`src/pipePkg.sv`:
```
package pipePkg;

	localparam int XLEN = 32;
	localparam int RegAddrW = 5;

	localparam logic [XLEN-1:0] ExcVectorDefault = 32'hbfc00380;

	// Primary opcodes
	localparam logic [5:0] OpcSpecial = 6'h00;
	localparam logic [5:0] OpcSpecial2 = 6'h1c;
	localparam logic [5:0] OpcBeq = 6'h04;
	localparam logic [5:0] OpcBne = 6'h05;
	localparam logic [5:0] OpcAddiu = 6'h09;
	localparam logic [5:0] OpcLui = 6'h0f;

	// SPECIAL and SPECIAL2 function fields
	localparam logic [5:0] FnAdd = 6'h20;
	localparam logic [5:0] FnAddu = 6'h21;
	localparam logic [5:0] FnSubu = 6'h23;
	localparam logic [5:0] FnAnd = 6'h24;
	localparam logic [5:0] FnOr = 6'h25;
	localparam logic [5:0] FnXor = 6'h26;
	localparam logic [5:0] FnSlt = 6'h2a;
	localparam logic [5:0] FnMul = 6'h02;

	typedef enum logic [3:0] {
		AluNone, AluAdd, AluAddu, AluSub, AluAnd, AluOr,
		AluXor, AluSlt, AluLui, AluMul, AluBeq, AluBne
	} aluOpT;

	typedef enum logic [4:0] {
		ExcNone = 5'd0,
		ExcReserved = 5'd10,
		ExcOverflow = 5'd12
	} excCodeT;

	typedef struct packed {
		logic valid;
		logic [XLEN-1:0] pc;
		logic [XLEN-1:0] instr;
	} ifIdT;

	typedef struct packed {
		logic valid;
		logic [XLEN-1:0] pc;
		aluOpT aluOp;
		logic [RegAddrW-1:0] rs;
		logic [RegAddrW-1:0] rt;
		logic [XLEN-1:0] opA;
		logic [XLEN-1:0] opB;
		logic useImm;
		logic [RegAddrW-1:0] rd;
		logic regWrite;
		logic [15:0] branchOff;
		logic exc;
		excCodeT excCode;
	} idExT;

	// Also the forwarding source for execute
	typedef struct packed {
		logic valid;
		logic [RegAddrW-1:0] rd;
		logic regWrite;
		logic [XLEN-1:0] result;
	} exWbT;

endpackage

```
`src/pipeCtrlIf.sv`:
```
`timescale 1ns/1ps

interface pipeCtrlIf;
	logic mulBusy;
	logic redirect;
	logic stallFront;
	logic flushIfId;
	logic flushIdEx;
	logic bubbleExWb;

	modport hazard (
		input mulBusy,
		input redirect,
		output stallFront,
		output flushIfId,
		output flushIdEx,
		output bubbleExWb
	);

	modport exec (
		output mulBusy,
		output redirect
	);
endinterface

```
`src/executeUnit.sv`:
```
`timescale 1ns/1ps

module executeUnit import pipePkg::*; #(
	parameter int MulCycles = 4,
	parameter logic [XLEN-1:0] ExcVector = ExcVectorDefault
) (
	input logic clk,
	input logic rstN,
	input idExT idEx,
	input exWbT exWbQ,
	pipeCtrlIf.exec ctrl,
	output exWbT exWbD,
	output logic [XLEN-1:0] redirectPc,
	output logic excValid,
	output excCodeT excCode,
	output logic [XLEN-1:0] excPc
);
	localparam int CntW = $clog2(MulCycles + 1);

	logic fwdA;
	logic fwdB;
	logic [XLEN-1:0] srcA;
	logic [XLEN-1:0] rtVal;
	logic [XLEN-1:0] srcB;
	logic [XLEN-1:0] sum;
	logic [XLEN-1:0] result;
	logic [XLEN-1:0] target;
	logic ovf;
	logic taken;
	logic excAll;
	logic mulActive;
	logic [CntW-1:0] mulCnt;
	logic [CntW-1:0] remaining;
	logic [XLEN-1:0] mulA;
	logic [XLEN-1:0] mulB;
	logic [XLEN-1:0] mulLow;

	// r0 is never forwarded
	assign fwdA = exWbQ.valid && exWbQ.regWrite && exWbQ.rd != '0 && exWbQ.rd == idEx.rs;
	assign fwdB = exWbQ.valid && exWbQ.regWrite && exWbQ.rd != '0 && exWbQ.rd == idEx.rt;
	assign srcA = fwdA ? exWbQ.result : idEx.opA;
	assign rtVal = fwdB ? exWbQ.result : idEx.opB;
	assign srcB = idEx.useImm ? idEx.opB : rtVal;

	assign sum = srcA + srcB;
	assign ovf = idEx.aluOp == AluAdd && srcA[XLEN-1] == srcB[XLEN-1]
		&& sum[XLEN-1] != srcA[XLEN-1];

	assign taken = (idEx.aluOp == AluBeq && srcA == rtVal)
		|| (idEx.aluOp == AluBne && srcA != rtVal);
	assign target = idEx.pc + XLEN'(4)
		+ {{(XLEN-18){idEx.branchOff[15]}}, idEx.branchOff, 2'b00};

	// Counts down the cycles left while mul sits in execute
	assign mulActive = idEx.valid && idEx.aluOp == AluMul;
	assign remaining = (mulCnt == '0) ? CntW'(MulCycles) : mulCnt;
	assign ctrl.mulBusy = mulActive && remaining > CntW'(1);

	always_ff @(posedge clk) begin
		if (!rstN) begin
			mulCnt <= '0;
		end else if (ctrl.mulBusy) begin
			mulCnt <= remaining - CntW'(1);
		end else begin
			mulCnt <= '0;
		end
	end

	// Operands captured on entry, EX/WB carries bubbles afterwards
	always_ff @(posedge clk) begin
		if (mulActive && mulCnt == '0) begin
			mulA <= srcA;
			mulB <= srcB;
		end
	end

	assign mulLow = (mulCnt == '0) ? srcA * srcB : mulA * mulB;

	always_comb begin
		case (idEx.aluOp)
			AluAdd, AluAddu: result = sum;
			AluSub: result = srcA - srcB;
			AluAnd: result = srcA & srcB;
			AluOr: result = srcA | srcB;
			AluXor: result = srcA ^ srcB;
			AluSlt: result = {{(XLEN-1){1'b0}}, $signed(srcA) < $signed(srcB)};
			AluLui: result = srcB;
			AluMul: result = mulLow;
			default: result = '0;
		endcase
	end

	assign excAll = idEx.valid && (idEx.exc || ovf);
	assign excValid = excAll;
	assign excPc = idEx.pc;
	assign excCode = !excAll ? ExcNone : (idEx.exc ? idEx.excCode : ExcOverflow);

	assign ctrl.redirect = idEx.valid && (taken || excAll);
	assign redirectPc = excAll ? ExcVector : target;

	always_comb begin
		exWbD.valid = idEx.valid;
		exWbD.rd = idEx.rd;
		exWbD.regWrite = idEx.valid && idEx.regWrite && !excAll;
		exWbD.result = result;
	end

endmodule

```
`src/flat_wrapper.sv`:
```
// flat-port wrapper written by rule: the top's interface ports become plain ports
module executeUnit_flat import pipePkg::*;
#(
	parameter int MulCycles = 4,
	parameter logic [XLEN-1:0] ExcVector = ExcVectorDefault
)
  (clk, rstN, idEx, exWbQ, exWbD, redirectPc, excValid, excCode, excPc, ctrl_mulBusy, ctrl_redirect);
  pipeCtrlIf ctrl_i ();
  input logic clk;
  input logic rstN;
  input idExT idEx;
  input exWbT exWbQ;
  output exWbT exWbD;
  output logic [XLEN-1:0] redirectPc;
  output logic excValid;
  output excCodeT excCode;
  output logic [XLEN-1:0] excPc;
  output wire logic [$bits(ctrl_i.mulBusy)-1:0] ctrl_mulBusy;
  output wire logic [$bits(ctrl_i.redirect)-1:0] ctrl_redirect;
  assign ctrl_mulBusy = ctrl_i.mulBusy;
  assign ctrl_redirect = ctrl_i.redirect;
  executeUnit #(.MulCycles(MulCycles), .ExcVector(ExcVector)) u_core (.clk(clk), .rstN(rstN), .idEx(idEx), .exWbQ(exWbQ), .ctrl(ctrl_i), .exWbD(exWbD), .redirectPc(redirectPc), .excValid(excValid), .excCode(excCode), .excPc(excPc));
endmodule
```
`config.mk`:
```
export PLATFORM = sky130hd
export DESIGN_NAME = executeUnit_flat
export DESIGN_NICKNAME = d
export VERILOG_FILES = /design/src/pipePkg.sv /design/src/pipeCtrlIf.sv /design/src/executeUnit.sv /design/src/flat_wrapper.sv
export SDC_FILE = /design/constraint.sdc
export NUM_CORES = 2
export LEC_CHECK = 0
export BUFFER_PORTS_ARGS = -buffer_cell sky130_fd_sc_hd__buf_2
export CAP_MARGIN = 5
export CORE_MARGIN = 2
export CORE_UTILIZATION = 40
export DETAILED_ROUTE_END_ITERATION = 6
export PLACE_DENSITY = 0.68
export SLEW_MARGIN = 20
export SYNTH_ARGS = -nofsm -noshare
export SYNTH_HDL_FRONTEND = slang
export SYNTH_SLANG_ARGS = --single-unit
```
`constraint.sdc`:
```
create_clock -name clk -period 12.8 [get_ports clk]
set_input_delay 2.56 -clock clk [delete_from_list [all_inputs] [get_ports clk]]
set_output_delay 2.56 -clock clk [all_outputs]
set_load 0.01 [all_outputs]
```
# After elaboration in Yosys (flattened, before gate mapping)
# Cells that the tools add are included.
[classes]
n_addsub = 5
mul = 2
order_cmp = 2
eq_ne = 17
mux = 9
n_bitwise = 3
n_reduce_logical = 23
[op_table]
columns = ["operator", "count"]
rows = [
  ["$pmux W32 S8", 1],
  ["$mux W32", 5],
  ["$add A32 B32 Y32", 2],
  ["$mul A32 B32 Y32", 2],
  ["$add A32 B3 Y32 const B", 1],
  ["$and A32 B32 Y32", 1],
  ["$eq A32 B32 Y1", 1],
  ["$lt A32 B32 Y1", 1],
  ["$ne A32 B32 Y1", 1],
  ["$or A32 B32 Y32", 1],
  ["$sub A32 B32 Y32", 1],
  ["$xor A32 B32 Y32", 1],
  ["$eq A4 B3 Y1 const B", 4],
  ["$eq A4 B4 Y1 const B", 4],
  ["$logic_and A1 B1 Y1", 15],
  ["$eq A5 B5 Y1", 2],
  ["$mux W5", 2],
  ["$eq A4 B2 Y1 const B", 2],
  ["$reduce_bool A5 Y1", 1],
  ["$eq A4 B1 Y1 const B", 1],
  ["$gt A3 B1 Y1 const B", 1],
  ["$logic_not A3 Y1", 1],
  ["$logic_or A1 B1 Y1", 3],
  ["$mux W3", 1],
  ["6 further kinds", 6],
]
[totals]
register_bits = 67
inputBits = 181
out_inout_bits = 111
word_cells = 64

# Logic depth before layout (Yosys ltp)
[logic_depth]
word_depth = 12
ltp_mapped = 36
depth_no_buf = 35

# Worst setup path after synthesis
# No wires, ideal clock.
[synth_path]
kind = "input to output"
start = "input port idEx[101] (netlist bit)"
end = "output port exWbD[29] (netlist bit)"
arrival_ps = 11013
required_ps = 10240
path_slack_ps = -773
cell_stages = 33
path_buffers = 3
cell_sequence = "xnor2_1 nand4_1 nor4b_4 buf_6 mux2_2 clkbuf_1 inv_1 clkbuf_1 nor2_1 fa_1 fa_1 fa_1 inv_1 fa_1 inv_1 fa_1 inv_1 fa_1 inv_1 fa_1 fa_1 ha_1 nor2b_1 o21a_1 or4_1 o22a_1 or4_1 a21oi_1 o21bai_1 a21oi_1 xnor2_1 nand2_1 o211ai_1"
[synth_lines]
columns = ["element", "line_no", "text"]
rows = [
  ["start: declaration", "flat_wrapper.sv:11", "input idExT idEx;"],
  ["end: declaration", "flat_wrapper.sv:13", "output exWbT exWbD;"],
]

==> impl_metrics.prom <==
# TYPE chip_impl_metric gauge
chip_impl_info{name="run_status",value="complete, but fails checks"} 1
chip_impl_info{name="violations",value="setup timing"} 1
chip_impl_metric{name="slew_headroom",unit=""} 0.2101
chip_impl_metric{name="die_area",unit="um2"} 106800
chip_impl_metric{name="floorplan.initialDensity",unit=""} 0.4028
chip_impl_metric{name="grt_pass1_wl",unit="um"} 233900
chip_impl_info{name="layout_commonest_cell",value="inv_1"} 1
chip_impl_metric{name="clock_tree_skew_after_final_layout",unit="ns"} 0.01168
chip_impl_metric{name="place_worst_setup_slack",unit="ns"} -0.8915
chip_impl_metric{name="postSynthNetCount",unit=""} 6308
chip_impl_metric{name="post_cts_hold_buffers",unit=""} 0
chip_impl_metric{name="cpPeakStageDelay",unit="ns"} 0.58
chip_impl_info{name="cp_common_cell",value="fa_1"} 1
chip_impl_metric{name="max_slew.worst_pin.slew",unit="ns"} 1.185
chip_impl_metric{name="floorplan.die.height",unit="um"} 326.8
chip_impl_metric{name="ys_seq_area_frac",unit=""} 0.04754
chip_impl_info{name="layout.cells.most_common_list",value="inv_1 (971), fa_1 (802), nand2_1 (674)"} 1
chip_impl_metric{name="drt_pass_1_iters",unit=""} 7
chip_impl_metric{name="clk-insertion-delay-late",unit="ns"} 0.37
chip_impl_metric{name="timing.final.ws_setup",unit="ns"} -0.7669
chip_impl_metric{name="max-clock-path-buffers",unit=""} 2
chip_impl_metric{name="finalSetupViolCount",unit=""} 16
chip_impl_metric{name="cts.sink_count",unit=""} 67
chip_impl_metric{name="final_layout_size_suffix_gt1_frac",unit=""} 0.1851
chip_impl_metric{name="vias",unit=""} 36810
chip_impl_metric{name="die_width",unit="um"} 326.8
chip_impl_metric{name="cell_depth_of_the_worst_min_delay_path",unit=""} 1
chip_impl_metric{name="worstPathMaxFanout",unit=""} 11
chip_impl_metric{name="detailedPlacementHpwl",unit="um"} 128100
chip_impl_info{name="cts_root_buffer",value="clkbuf_16"} 1
chip_impl_metric{name="num_rows",unit=""} 118
chip_impl_metric{name="cts_made_buffers",unit=""} 9
chip_impl_metric{name="grt-ovfl-total",unit=""} 0
chip_impl_metric{name="synth_seq_cells",unit=""} 67
chip_impl_info{name="critPathCaptureType",value="output port"} 1
chip_impl_metric{name="fin_nets",unit=""} 6781
chip_impl_metric{name="syn2layout_area_growth",unit="%"} 17.04
chip_impl_metric{name="max-cap-violations",unit=""} 0
chip_impl_metric{name="antenna_left",unit=""} 0
chip_impl_metric{name="ys.warnings.count",unit=""} 0
chip_impl_metric{name="drc",unit=""} 0
chip_impl_info{name="startpoint_type",value="primary input"} 1
chip_impl_metric{name="grt_antenna_before_repair",unit=""} 14
chip_impl_metric{name="number_of_h_tree_branching_levels",unit=""} 3
chip_impl_metric{name="fin_crit",unit="ns"} 13.57
chip_impl_metric{name="postRouteWirelength",unit="um"} 155700
chip_impl_metric{name="core-area",unit="um2"} 103500
chip_impl_metric{name="vias_per_cell",unit=""} 5.435
chip_impl_info{name="timing.hold.worst.class",value="reg -> reg"} 1
chip_impl_metric{name="route.detailed.wl_per_inst",unit="um"} 22.98
chip_impl_metric{name="syn_inst",unit=""} 4908
chip_impl_metric{name="total_of_buffers_placed_on_input_and_output_ports",unit=""} 281
chip_impl_metric{name="boundaryPins",unit=""} 292
chip_impl_metric{name="critical_path_arrival",unit="ns"} 11.01
chip_impl_metric{name="finalHoldViolCount",unit=""} 0
chip_impl_metric{name="synthesis.area_per_instance",unit="um2"} 8.493
chip_impl_info{name="tritoncts_clock_tree",value="done"} 1
chip_impl_info{name="rsz0062_at_grt",value="yes"} 1
chip_impl_info{name="cpMaxStageDelayCell",value="fa_1"} 1
chip_impl_metric{name="fmax",unit="MHz"} 73.71
chip_impl_metric{name="syn-cell-area",unit="um2"} 41680
chip_impl_metric{name="number_of_synthesized_flops_with_an_enable_pin",unit=""} 64
chip_impl_metric{name="place_congestion",unit=""} 1.014
chip_impl_metric{name="final.period_utilization",unit=""} 1.060
chip_impl_metric{name="global_route.usage.total",unit=""} 0.2912
chip_impl_metric{name="worst-r2r-cell-count",unit=""} 4
chip_impl_metric{name="drt_iter0_drc",unit=""} 3255
chip_impl_metric{name="worstPathRequired",unit="ns"} 10.24
chip_impl_info{name="setup.worst_path.class",value="in -> out"} 1
chip_impl_metric{name="grt_max_degree",unit=""} 65
chip_impl_metric{name="clk_pin_slew",unit="ns"} 0.06
chip_impl_metric{name="first_global_vias",unit=""} 38380
chip_impl_info{name="synth_top_flop_cell",value="edfxtp_1"} 1
chip_impl_metric{name="ys_async_sr_fraction",unit=""} 0
chip_impl_metric{name="netlist-cell-type-count",unit=""} 86
chip_impl_metric{name="slew_limit_fails",unit=""} 0
==> kinds of logic (layout without fill, tap and decap cells) <==
| kind of cell | Yosys count | count (layout) | share of synthesized area |
|---|---|---|---|
| other | 0 | 8 | 0 |
| flip-flops | 67 | 67 | 0.04754 |
| XOR/XNOR | 244 | 244 | 0.05163 |
| adder cells (fa/ha/maj) | 1219 | 1219 | 0.5134 |
| buffers and inverters | 1285 | 1762 | 0.1203 |
| AO/OA/AOI/OAI | 543 | 543 | 0.08503 |
| multiplexers | 131 | 131 | 0.03509 |
| AND/OR/NAND/NOR | 1419 | 1419 | 0.1470 |
==> final timing paths <==
check / startpoint / endpoint / slack [ns]
setup / recovery: idEx[101] / exWbD[29] / -0.77
hold / removal: u_core.mulCnt[0] / u_core.mulCnt[0] / 0.49
setup reg to reg: u_core.mulCnt[1] / u_core.mulA[26] / 10.31
hold reg to reg: u_core.mulCnt[0] / u_core.mulCnt[0] / 0.49
==> registers in the layout (all words and copies together), names as in the netlist <==
register       cells
u_core.mulCnt      3
u_core.mulB       32
u_core.mulA       32
==> metrics by stage <==
stage	setup TNS (ns)	instances	utilization	hold slack, ns	instance area (um2)
after CTS	-7.047	6748	0.4623	0.4955	47840
final	-8.293	6773	0.4714	0.4913	48790
after detailed placement	-10.27	6727	0.4551	0.4802	47100
after floorplan	-0.8144	4908	-	0.4374	41830
after global routing	-11.87	6769	0.4713	0.5266	48780
after global placement	-9.309	6727	0.4551	0.4668	47100
==> critical path: cells and delay by family <==
family	cells	cell delay (ns)
muxes	1	0.33
and+or+nand+nor	7	1.57
AOI/OAI and AO/OA	7	1.14
buffers and inverters	9	1.11
adders and majority gates	9	4.01
xor gates and xnor gates	2	0.26
==> synthesized netlist by cell type, types with 19 or more instances <==
| cell type | instances | share of area |
|---|---|---|
| fa_1 | 819 | 0.39 |
| nor2b_1 | 19 | 0.0029 |
| clkbuf_1 | 195 | 0.018 |
| o21ai_0 | 103 | 0.012 |
| a21oi_1 | 140 | 0.017 |
| inv_1 | 990 | 0.089 |
| edfxtp_1 | 64 | 0.046 |
| o22ai_1 | 48 | 0.0072 |
| mux2i_1 | 81 | 0.019 |
| ha_1 | 400 | 0.12 |
| inv_2 | 21 | 0.0019 |
| a221oi_1 | 24 | 0.0050 |
| nor2_1 | 429 | 0.039 |
| nand3_1 | 25 | 0.0030 |
| nand2_1 | 680 | 0.061 |
| a21o_1 | 42 | 0.0076 |
| buf_4 | 41 | 0.0074 |
| and2_1 | 137 | 0.021 |
| mux2_2 | 26 | 0.0070 |
| xor2_1 | 49 | 0.010 |
| mux2_4 | 23 | 0.0083 |
| xnor2_1 | 193 | 0.041 |
| nor3_1 | 28 | 0.0034 |
| o21bai_1 | 31 | 0.0056 |
==> layer usage <==
layer  part of all wire  wire (um)  track usage
met1               0.39      60150       0.3749
met2               0.45      70030       0.4617
met3               0.11      16910      0.06698
met4              0.055       8526       0.1422
met5            0.00038         59            0
==> repair_timing <==
action	in CTS	in global routing
resized for setup	88	161
pin swaps	29	96
endpoints found under the setup margin	17	20
cloned	1	0
setup buffers	7	22
==> cell type report <==
cell class,instances,area (um2)
clock inverter,5,77.57
multi-input combinational,3556,35650
sequential,67,1982
tap,1380,1727
clock buffer,10,229.0
fill,9852,54710
inverter,1024,3889
timing repair buffer,723,5218
antenna,8,20.02
Power is left out: the tool's default activity adds up to more than one toggle a clock period on the data nets, which glitch-free logic cannot reach.
